==> src/rtl/frame_buf_reg_pkg.sv <==
/*
 * Shared register map of the frame buffer register list.
 * Holds address, width and reset constants plus the logic vector types
 * used by the APB slave, both register banks and the testbench.
 * Modules pull it in by a wildcard import in their header.
 */

package frame_buf_reg_pkg;

	// --------------------------------------------------
	// widths
	// --------------------------------------------------
	// one apb address per register, no byte scaling
	localparam int unsigned REG_ADDR_WD  = 9;
	// apb data and every register slot
	localparam int unsigned SHORT_REG_WD = 16;
	// combined payload size, hi half then lo half
	localparam int unsigned REG_WD       = 32;
	// depth field, 4 bits so that 8 fits
	localparam int unsigned BUF_DEPTH_WD = 4;

	// --------------------------------------------------
	// types
	// --------------------------------------------------
	typedef logic [REG_ADDR_WD-1:0]  reg_addr_t;
	typedef logic [SHORT_REG_WD-1:0] short_reg_t;
	typedef logic [BUF_DEPTH_WD-1:0] depth_t;

	// legal depth window, writes outside are dropped
	localparam short_reg_t BUF_DEPTH_MIN = 16'd2;
	localparam short_reg_t BUF_DEPTH_MAX = 16'd8;

	// --------------------------------------------------
	// register map
	// --------------------------------------------------
	// write only, bit 0 commits staged payload size
	localparam reg_addr_t ADDR_CFG_DONE   = 9'h020;
	localparam reg_addr_t ADDR_STREAM_EN  = 9'h030;
	localparam reg_addr_t ADDR_PAYLOAD_HI = 9'h037;
	localparam reg_addr_t ADDR_PAYLOAD_LO = 9'h038;
	localparam reg_addr_t ADDR_BUF_DEPTH  = 9'h044;
	localparam reg_addr_t ADDR_CHUNK_MODE = 9'h0a0;

	// reset values, payload is 0x004c_e300 at power up
	localparam short_reg_t RST_PAYLOAD_HI = 16'h004c;
	localparam short_reg_t RST_PAYLOAD_LO = 16'he300;
	localparam depth_t     RST_BUF_DEPTH  = 4'd2;

endpackage

==> src/rtl/frame_buf_apb_slave.sv <==
/*
 * APB3 slave front end for the frame buffer registers.
 * Finds the access phase, strobes writes into both banks and merges the
 * banks' read results into prdata. Zero wait state, pslverr when no bank
 * claims the address.
 */
`timescale 1ns/100ps

module frame_buf_apb_slave import frame_buf_reg_pkg::*; (
	input  logic       clk_frame_buf,
	input  logic       i_rst_n,
	// apb side
	input  logic       i_psel,
	input  logic       i_penable,
	input  logic       i_pwrite,
	input  reg_addr_t  i_paddr,
	input  short_reg_t i_pwdata,
	output short_reg_t o_prdata,
	output logic       o_pready,
	output logic       o_pslverr,
	// bank side
	output logic       o_wr_stb,
	output reg_addr_t  o_addr,
	output short_reg_t o_wdata,
	input  logic       i_stream_rd_hit,
	input  short_reg_t i_stream_rd_data,
	input  logic       i_payload_rd_hit,
	input  short_reg_t i_payload_rd_data
);

	// --------------------------------------------------
	// phase tracking
	// --------------------------------------------------
	logic       setup_seen;
	logic       access_phase;
	logic       any_hit;
	short_reg_t merged_rd_data;

	// set after a setup phase, so the next cycle may be the access phase
	// a held penable does not give a second access
	always_ff @(posedge clk_frame_buf or negedge i_rst_n) begin
		if (!i_rst_n) begin
			setup_seen <= 1'b0;
		end else begin
			setup_seen <= i_psel & ~i_penable;
		end
	end

	// psel and penable high, right after setup
	assign access_phase = i_psel & i_penable & setup_seen;

	// zero wait state, every access ends here
	assign o_pready = access_phase;

	// --------------------------------------------------
	// write path to the banks
	// --------------------------------------------------
	// address and data are stable from setup on
	assign o_addr   = i_paddr;
	assign o_wdata  = i_pwdata;
	// one cycle, banks sample it at the edge ending the access
	assign o_wr_stb = access_phase & i_pwrite;

	// --------------------------------------------------
	// read merge and error
	// --------------------------------------------------
	assign any_hit = i_stream_rd_hit | i_payload_rd_hit;

	// register sets of the banks do not overlap
	always_comb begin
		if (i_stream_rd_hit) begin
			merged_rd_data = i_stream_rd_data;
		end else if (i_payload_rd_hit) begin
			merged_rd_data = i_payload_rd_data;
		end else begin
			merged_rd_data = '0;
		end
	end

	// data only during a read access, zero otherwise
	assign o_prdata = (access_phase & ~i_pwrite) ? merged_rd_data : '0;

	// unclaimed address, reads and writes alike
	// an unclaimed write lands in no bank, so nothing changes
	assign o_pslverr = access_phase & ~any_hit;

endmodule

==> src/rtl/frame_buf_reg_top.sv <==
/*
 * Top level of the frame buffer register list.
 * Joins the APB slave to the stream control and payload size banks.
 * Everything runs on clk_frame_buf.
 */
`timescale 1ns/100ps

module frame_buf_reg_top import frame_buf_reg_pkg::*; (
	input  logic              clk_frame_buf,
	input  logic              i_rst_n,
	// apb3 slave port
	input  logic              i_psel,
	input  logic              i_penable,
	input  logic              i_pwrite,
	input  reg_addr_t         i_paddr,
	input  short_reg_t        i_pwdata,
	output short_reg_t        o_prdata,
	output logic              o_pready,
	output logic              o_pslverr,
	// register outputs
	output logic              o_stream_enable,
	output logic              o_chunk_mode_active,
	output depth_t            ov_frame_buffer_depth,
	output logic [REG_WD-1:0] ov_payload_size
);

	// --------------------------------------------------
	// slave to bank wiring
	// --------------------------------------------------
	logic       wr_stb;
	reg_addr_t  bank_addr;
	short_reg_t bank_wdata;
	logic       stream_rd_hit;
	short_reg_t stream_rd_data;
	logic       payload_rd_hit;
	short_reg_t payload_rd_data;

	frame_buf_apb_slave u_apb_slave (
		.clk_frame_buf     (clk_frame_buf),
		.i_rst_n           (i_rst_n),
		.i_psel            (i_psel),
		.i_penable         (i_penable),
		.i_pwrite          (i_pwrite),
		.i_paddr           (i_paddr),
		.i_pwdata          (i_pwdata),
		.o_prdata          (o_prdata),
		.o_pready          (o_pready),
		.o_pslverr         (o_pslverr),
		.o_wr_stb          (wr_stb),
		.o_addr            (bank_addr),
		.o_wdata           (bank_wdata),
		.i_stream_rd_hit   (stream_rd_hit),
		.i_stream_rd_data  (stream_rd_data),
		.i_payload_rd_hit  (payload_rd_hit),
		.i_payload_rd_data (payload_rd_data)
	);

	// enable, chunk mode, depth
	stream_ctrl_regs u_stream_ctrl_regs (
		.clk_frame_buf         (clk_frame_buf),
		.i_rst_n               (i_rst_n),
		.i_wr_stb              (wr_stb),
		.i_addr                (bank_addr),
		.i_wdata               (bank_wdata),
		.o_rd_hit              (stream_rd_hit),
		.o_rd_data             (stream_rd_data),
		.o_stream_enable       (o_stream_enable),
		.o_chunk_mode_active   (o_chunk_mode_active),
		.ov_frame_buffer_depth (ov_frame_buffer_depth)
	);

	// staged and live payload size
	payload_size_regs u_payload_size_regs (
		.clk_frame_buf   (clk_frame_buf),
		.i_rst_n         (i_rst_n),
		.i_wr_stb        (wr_stb),
		.i_addr          (bank_addr),
		.i_wdata         (bank_wdata),
		.o_rd_hit        (payload_rd_hit),
		.o_rd_data       (payload_rd_data),
		.ov_payload_size (ov_payload_size)
	);

endmodule

==> src/rtl/payload_size_regs.sv <==
/*
 * Payload size register bank.
 * Two staged 16-bit halves are written and read back over APB. A write of
 * 1 in bit 0 of the config done register fires a one cycle commit pulse,
 * and the live pair takes the staged halves on the following edge.
 */
`timescale 1ns/100ps

module payload_size_regs import frame_buf_reg_pkg::*; (
	input  logic              clk_frame_buf,
	input  logic              i_rst_n,
	input  logic              i_wr_stb,
	input  reg_addr_t         i_addr,
	input  short_reg_t        i_wdata,
	output logic              o_rd_hit,
	output short_reg_t        o_rd_data,
	output logic [REG_WD-1:0] ov_payload_size
);

	short_reg_t payload_hi_staged;
	short_reg_t payload_lo_staged;
	short_reg_t payload_hi_live;
	short_reg_t payload_lo_live;
	logic       commit_pulse;

	// --------------------------------------------------
	// staged halves and commit pulse
	// --------------------------------------------------
	always_ff @(posedge clk_frame_buf or negedge i_rst_n) begin
		if (!i_rst_n) begin
			payload_hi_staged <= RST_PAYLOAD_HI;
			payload_lo_staged <= RST_PAYLOAD_LO;
			commit_pulse      <= 1'b0;
		end else begin
			// self clearing, high for the cycle after the commit write
			commit_pulse <= i_wr_stb && (i_addr == ADDR_CFG_DONE) && i_wdata[0];
			if (i_wr_stb && (i_addr == ADDR_PAYLOAD_HI)) begin
				payload_hi_staged <= i_wdata;
			end
			if (i_wr_stb && (i_addr == ADDR_PAYLOAD_LO)) begin
				payload_lo_staged <= i_wdata;
			end
		end
	end

	// --------------------------------------------------
	// live copy
	// --------------------------------------------------
	// both halves move together, never a torn pair
	always_ff @(posedge clk_frame_buf or negedge i_rst_n) begin
		if (!i_rst_n) begin
			payload_hi_live <= RST_PAYLOAD_HI;
			payload_lo_live <= RST_PAYLOAD_LO;
		end else if (commit_pulse) begin
			payload_hi_live <= payload_hi_staged;
			payload_lo_live <= payload_lo_staged;
		end
	end

	assign ov_payload_size = {payload_hi_live, payload_lo_live};

	// --------------------------------------------------
	// read side
	// --------------------------------------------------
	// readback shows the staged values, cfg done reads as zero
	always_comb begin
		o_rd_hit  = 1'b1;
		o_rd_data = '0;
		case (i_addr)
			ADDR_PAYLOAD_HI: o_rd_data = payload_hi_staged;
			ADDR_PAYLOAD_LO: o_rd_data = payload_lo_staged;
			ADDR_CFG_DONE:   o_rd_data = '0;
			default:         o_rd_hit  = 1'b0;
		endcase
	end

endmodule

==> src/rtl/stream_ctrl_regs.sv <==
/*
 * Stream control register bank.
 * Holds stream enable, chunk mode and the frame buffer depth. Depth
 * writes outside 2..8 are dropped. Read data and hit are combinational
 * from the address.
 */
`timescale 1ns/100ps

module stream_ctrl_regs import frame_buf_reg_pkg::*; (
	input  logic       clk_frame_buf,
	input  logic       i_rst_n,
	input  logic       i_wr_stb,
	input  reg_addr_t  i_addr,
	input  short_reg_t i_wdata,
	output logic       o_rd_hit,
	output short_reg_t o_rd_data,
	output logic       o_stream_enable,
	output logic       o_chunk_mode_active,
	output depth_t     ov_frame_buffer_depth
);

	logic   stream_enable;
	logic   chunk_mode_active;
	depth_t frame_buffer_depth;
	logic   depth_in_range;

	// --------------------------------------------------
	// write side
	// --------------------------------------------------
	// check the whole write word, not just the low nibble
	assign depth_in_range = (i_wdata >= BUF_DEPTH_MIN) && (i_wdata <= BUF_DEPTH_MAX);

	always_ff @(posedge clk_frame_buf or negedge i_rst_n) begin
		if (!i_rst_n) begin
			stream_enable      <= 1'b0;
			chunk_mode_active  <= 1'b0;
			frame_buffer_depth <= RST_BUF_DEPTH;
		end else if (i_wr_stb) begin
			case (i_addr)
				ADDR_STREAM_EN: begin
					stream_enable <= i_wdata[0];
				end
				ADDR_CHUNK_MODE: begin
					chunk_mode_active <= i_wdata[0];
				end
				ADDR_BUF_DEPTH: begin
					// out of range keeps the old depth
					if (depth_in_range) begin
						frame_buffer_depth <= i_wdata[BUF_DEPTH_WD-1:0];
					end
				end
				default: begin
				end
			endcase
		end
	end

	// --------------------------------------------------
	// read side
	// --------------------------------------------------
	// hit is address only, writes claim it too
	always_comb begin
		o_rd_hit  = 1'b1;
		o_rd_data = '0;
		case (i_addr)
			ADDR_STREAM_EN:  o_rd_data = {{(SHORT_REG_WD-1){1'b0}}, stream_enable};
			ADDR_CHUNK_MODE: o_rd_data = {{(SHORT_REG_WD-1){1'b0}}, chunk_mode_active};
			ADDR_BUF_DEPTH: begin
				o_rd_data = {{(SHORT_REG_WD-BUF_DEPTH_WD){1'b0}}, frame_buffer_depth};
			end
			default:         o_rd_hit = 1'b0;
		endcase
	end

	// outputs straight from the flops
	assign o_stream_enable       = stream_enable;
	assign o_chunk_mode_active   = chunk_mode_active;
	assign ov_frame_buffer_depth = frame_buffer_depth;

endmodule

==> config.mk <==
export PLATFORM = sky130hd
export DESIGN_NAME = frame_buf_reg_top
export DESIGN_NICKNAME = d
export VERILOG_FILES = /design/src/rtl/frame_buf_reg_pkg.sv /design/src/rtl/frame_buf_apb_slave.sv /design/src/rtl/frame_buf_reg_top.sv /design/src/rtl/payload_size_regs.sv /design/src/rtl/stream_ctrl_regs.sv
export SDC_FILE = /design/constraint.sdc
export NUM_CORES = 1
export LEC_CHECK = 0
export CORE_MARGIN = 1
export CORE_UTILIZATION = 63
export DETAILED_ROUTE_END_ITERATION = 16
export DONT_BUFFER_PORTS = 1
export PLACE_DENSITY = 0.81
export SETUP_SLACK_MARGIN = 0.02
export SYNTH_ARGS = -nofsm -noshare
export SYNTH_HDL_FRONTEND = slang
export SYNTH_HIERARCHICAL = 1
export SYNTH_SLANG_ARGS = --single-unit
==> constraint.sdc <==
create_clock -name clk_frame_buf -period 2.8 [get_ports clk_frame_buf]
set_input_delay 0.28 -clock clk_frame_buf [delete_from_list [all_inputs] [get_ports clk_frame_buf]]
set_output_delay 0.28 -clock clk_frame_buf [all_outputs]
set_load 0.01 [all_outputs]
After elaboration in Yosys (flattened, before gate mapping)
Index checks and enable logic that the tools add are counted.
- logic and storage cells: 44
- output and inout port bits: 56
- bits in registers: 72
- input port bits: 30
- equal/unequal tests: 6
- bitwise logic cells: 10
- reductions and logical operators: 10
- muxes and demuxes: 7
- $lt $le $gt $ge: 2
- operator list (cell ; number):
    two-way mux 16 bit ; 3
    equality test 9 x 6 -> 1 bit, second input constant ; 4
    one-hot mux 16 bit (2 select lines) ; 1
    greater-or-equal comparator 16 x 2 -> 1 bit, second input constant ; 1
    less-or-equal comparator 16 x 4 -> 1 bit, second input constant ; 1
    one-hot mux 4 bit (3 select lines) ; 1
    equality test 9 x 7 -> 1 bit, second input constant ; 1
    equality test 9 x 8 -> 1 bit, second input constant ; 1
    AND 1 bit ; 6
    OR reduction 3 bit ; 2
    logical AND 1 bit ; 5
    AND reduction 2 bit ; 2
    inverter 1 bit ; 3
    AND reduction 3 bit ; 1
    two-way mux 1 bit ; 2
    OR 1 bit ; 1

Logic depth before layout (Yosys ltp)
- depth after elaboration: 6
- depth in mapped cells: 9
- depth with buffers taken out: 6

Cells and area by module
The synthesis kept the hierarchy.
- modules (own cells, without submodules) (module ; times used ; cells each ; seq. area each (sq um) ; area each (sq um)):
    payload_size_regs ; 1 ; 184 ; 1646.6 ; 2767.7
    frame_buf_apb_slave ; 1 ; 85 ; 25.0 ; 635.6
    stream_ctrl_regs ; 1 ; 52 ; 151.4 ; 505.5

Worst setup path before layout
No wires, ideal clock.
- path type: input to output
- start point: input port i_paddr[0]
- end point: output port o_prdata[12]
- required time: 2.520 ns
- buffers on the path: 3
- setup slack: 0.698 ns
- arrival: 1.822 ns
- stages on the path: 8
- cells stage by stage: buf_4 > nor4b_4 > o21ai_0 > a21boi_0 > buf_6 > clkbuf_8 > nand3b_1 > a21oi_2
- cells in the longest elaborated chain, start to end: 6
- elaborated cells on any way between the ends: 14
- those cells by class: eq/ne (6); mux (6); reduce/logical (2)
- ends and longest elaborated chain (element ; RTL line ; RTL):
    from (decl) ; frame_buf_reg_top.sv:15 ; input reg_addr_t i_paddr,
    equality test 9 x 6 -> 1 bit ; payload_size_regs.sv:69 ; case (i_addr)
    OR reduction 3 bit (no line) * ; n/a ;
    two-way mux 1 bit * ; payload_size_regs.sv:69 ;
    via payload_rd_hit ; frame_buf_reg_top.sv:35 ; logic payload_rd_hit;
    two-way mux 16 bit * ; frame_buf_apb_slave.sv:73 ; end else if (i_payload_rd_hit) begin
    two-way mux 16 bit * ; frame_buf_apb_slave.sv:71 ; if (i_stream_rd_hit) begin
    two-way mux 16 bit * ; frame_buf_apb_slave.sv:81 ; assign o_prdata = (access_phase & ~i_pwrite) ? merged_rd_data : '0;
    to (decl) ; frame_buf_reg_top.sv:17 ; output short_reg_t o_prdata,
The timed path passes the listed nets; every way through them passes the cells marked *.

Worst setup path in the final report
- start point: register u_apb_slave.setup_seen
- end point: register u_stream_ctrl_regs.frame_buffer_depth[3], in the netlist u_stream_ctrl_regs/ov_frame_buffer_depth[3]
- cells in the longest elaborated chain, start to end: 3
- ends and longest elaborated chain (element ; RTL line ; RTL):
    from (decl) ; frame_buf_apb_slave.sv:34 ; logic setup_seen;
    from (signal assigned) ; frame_buf_apb_slave.sv:45 ; setup_seen <= i_psel & ~i_penable;
    AND 1 bit ; frame_buf_apb_slave.sv:50 ; assign access_phase = i_psel & i_penable & setup_seen;
    via o_pready ; frame_buf_reg_top.sv:18 ; output logic o_pready,
    AND 1 bit ; frame_buf_apb_slave.sv:62 ; assign o_wr_stb = access_phase & i_pwrite;
    via wr_stb ; frame_buf_reg_top.sv:30 ; logic wr_stb;
    AND reduction 3 bit (no line) ; n/a ;
    to (signal assigned) ; stream_ctrl_regs.sv:49 ; frame_buffer_depth <= i_wdata[BUF_DEPTH_WD-1:0];
    to (decl) ; stream_ctrl_regs.sv:24 ; depth_t frame_buffer_depth;
The timed path passes the listed nets, and every way through them passes these cells.
A chain may end at the register's enable or synchronous reset.

==> impl_results.md <==
- RSZ-0062 raised after global routing: false
- Max_cap viols: 0
- Most frequent cells in the layout: 56 x mux2_2, 55 x dfrtp_1, 22 x nand2_1
- Warnings from Yosys: 6
- Nets@finish: 326
- Chip height: 80.8 um
- Inst Count DP: 358
- Sequence of cells on the critical path: and3_2 -> and2_1 -> nor4b_1 -> nand4_2 -> a211oi_4 -> mux2_1
- Status: finished, final reports clean
- DRC viols: 0
- Reg area: 1820 um2
- Die area: 6520 um2
- Register bit total from synthesis: 72
- CP Data Arrival Time: 2.54 ns
- Area delta synth->final: 0.544%
- Tmin final: 2.32 ns
- Final worst-path cycle share: 0.828
- Commonest non-fill, non-tap cell in the layout: mux2_2
- Main synth FF type: dfrtp_1
- Drt wl/cell: 19.6 um
- Cells after synthesis: 321
- Setup Buffers After CTS: 0
- Max incr delay on CP: 0.38 ns
- Root buffer cell: clkbuf_8
- Leakage power total: 0.00173 uW
- Clock Path Buffers: 2
- Worst-skew pair later-pin latency: 0.34 ns
- Initial antenna violation count: 0
- Via density: 5.96
- Setup TNS: 0 ns
- Hold Vio Cnt, Final: 0
- # rows: 28
- Total detailed-routing wirelength: 7.36 mm
- Area occupied by multi-input gates: 1730 um2
- Worst VDD drop: 0.000386 V
- Post-Layout Cell Count: 376
- Highest clock rate: 431 MHz
- Largest net degree at the start of global routing: 73
- Clock sink count: 72
- Fillers: 453
- Crit path max-delay cell type: dfrtp_1
- Max-slew violation total from the final report: 0
- Die width: 80.8 um
- ANT nets after route: 0
- CTS tree: yes
- Netlist cell types: 40
- Crit path required time: 3.02 ns
- Clock Pin Slew Worst Setup and Hold Paths: 0.07 ns
- Critical path class: reg2reg
- Max-slew headroom: 0.450
- DRT iter0 DRCs: 151
- Crit path capture type: flip-flop
- Syn Area/Cell: 12.2 um2
- Vias: 2241
- Global-route wire length before repair: 11.3 mm
- Gpl congestion: 0.811
- IO Pins: 86
- Mapped Area: 3910 um2
- Crit-path max FO: 6
- P per Cell Area: 499 nW/um2
- Layout cell share with drive strength beyond 1: 0.415
- Worst slew pin tran: 0.826 ns
- Drt pass-1 iters: 4
- Final setup fails: 0
- CTS Buf Count: 9
- Global Route Usage Sum: 0.242
- Register area share after synthesis: 0.466
- PortBufs: 0
- Worst Skew: 0.00504 ns
- Total grt overflow: 0
- Ant diodes: 0
- Synth async-reset ratio: 1.00
- Min-delay worst type: in2reg
- Starting density of the core: 0.656
- Vias in the first global route: 2213
- DPL Wire Length: 5.08 mm
- EDFF count, synth: 0
- Core region area: 5960 um2
- Startpoint Class: flip-flop
- H-tree levels: 3
[final timing paths]
kind / start / to / slack, ns / depth (start not counted)
hold / removal: i_pwdata[0] / u_payload_size_regs/commit_pulse / 0.07 / 2
setup / recovery: u_apb_slave/setup_seen / u_stream_ctrl_regs/ov_frame_buffer_depth[3] / 0.48 / 6
min in group asynchronous: i_rst_n / u_payload_size_regs/payload_lo_staged[4] / 0.52 / 2
setup reg to reg: u_apb_slave/setup_seen / u_stream_ctrl_regs/ov_frame_buffer_depth[3] / 0.48 / 6
hold reg to reg: u_payload_size_regs/payload_lo_staged[4] / u_payload_size_regs/payload_lo_staged[4] / 0.54 / 1
max in group asynchronous: i_rst_n / u_payload_size_regs/payload_lo_live[15] / 1.97 / 2
[where the power goes]
group          leakage (uW)  internal (uW)  switching [uW]
Sequential         0.000943           1040            1.65
Clock              0.000109            484             377
Combinational      0.000682           18.5            37.3
[sequential cells by signal, summed over array words and instances (netlist names)]
name	cells
u_apb_slave/setup_seen	1
u_payload_size_regs/payload_hi_staged	16
u_payload_size_regs/commit_pulse	1
u_payload_size_regs/payload_lo_live	16
u_stream_ctrl_regs/o_stream_enable	1
u_payload_size_regs/payload_hi_live	16
u_stream_ctrl_regs/ov_frame_buffer_depth	4
u_stream_ctrl_regs/o_chunk_mode_active	1
u_payload_size_regs/payload_lo_staged	16
[cells by family after synthesis]
family	share of synthesized area
other	0.000959
muxes	0.211
buffers and inverters	0.102
DFF	0.466
and+or+nand+nor	0.147
AOI/OAI and AO/OA	0.0730
[per-layer routing]
layer / share of wire / wire (um) / up-vias / track usage
li1: - / - / 1041 / -
met1: 0.46 / 3370 / 1107 / 0.345
met2: 0.43 / 3160 / 78 / 0.340
met3: 0.089 / 654 / 15 / 0.0629
met4: 0.024 / 174 / 0 / 0.129
met5: 0 / 0 / - / 0
[cell usage after synthesis, types with 4 or more instances]
| cell type | count | share of area |
|---|---|---|
| buf_4 | 38 | 0.073 |
| and2_1 | 4 | 0.0064 |
| a21oi_2 | 10 | 0.022 |
| nor2_1 | 21 | 0.020 |
| a22oi_1 | 17 | 0.033 |
| dfrtp_1 | 55 | 0.35 |
| dfstp_2 | 17 | 0.11 |
| nand3b_1 | 16 | 0.031 |
| mux2_4 | 10 | 0.038 |
| mux2_1 | 4 | 0.012 |
| buf_6 | 6 | 0.017 |
| nand2_1 | 22 | 0.021 |
| mux2_2 | 56 | 0.16 |
| a21oi_1 | 6 | 0.0077 |
| clkbuf_1 | 4 | 0.0038 |
[final cells by class]
class                           instances  share of cell area
Sequential cell                        72               0.464
Multi-Input combinational cell        207               0.440
Clock buffer                           12              0.0420
Tap cell                               75              0.0239
Timing Repair Buffer                    6              0.0172
Clock inverter                          4              0.0131
[timing repair]
| action | 4_1_cts | 5_1_grt |
|---|---|---|
| hold buffers | 2 | 0 |
| endpoints found under the hold margin | 72 | 0 |
| gates resized for setup | 0 | 0 |
[critical path, delay by kind of cell, from the launching register on]
family / cells / cell delay, ns
DFF: 1 / 0.38
muxes: 1 / 0.36
AOI/OAI and AO/OA: 1 / 0.35
and+or+nand+nor: 4 / 1.11
[per-stage QoR]
| step | instance area, um2 | utilization | total power, uW | hold slack (ns) | setup slack [ns] |
|---|---|---|---|---|---|
| 6_report | 3930 | 0.660 | 1960 | 0.0695 | 0.482 |
| 3_3_place_gp | 3680 | 0.617 | 1090 | -0.0129 | 0.591 |
| 2_1_floorplan | 3950 | - | 1140 | -0.0156 | 0.698 |
| 5_1_grt | 3930 | 0.660 | 2040 | 0.0617 | 0.292 |
| 4_1_cts | 3930 | 0.660 | 1980 | 0.0522 | 0.483 |
| 3_5_place_dp | 3680 | 0.617 | 1090 | -0.0133 | 0.515 |
Note: power is estimated with default switching activity, not from simulation.
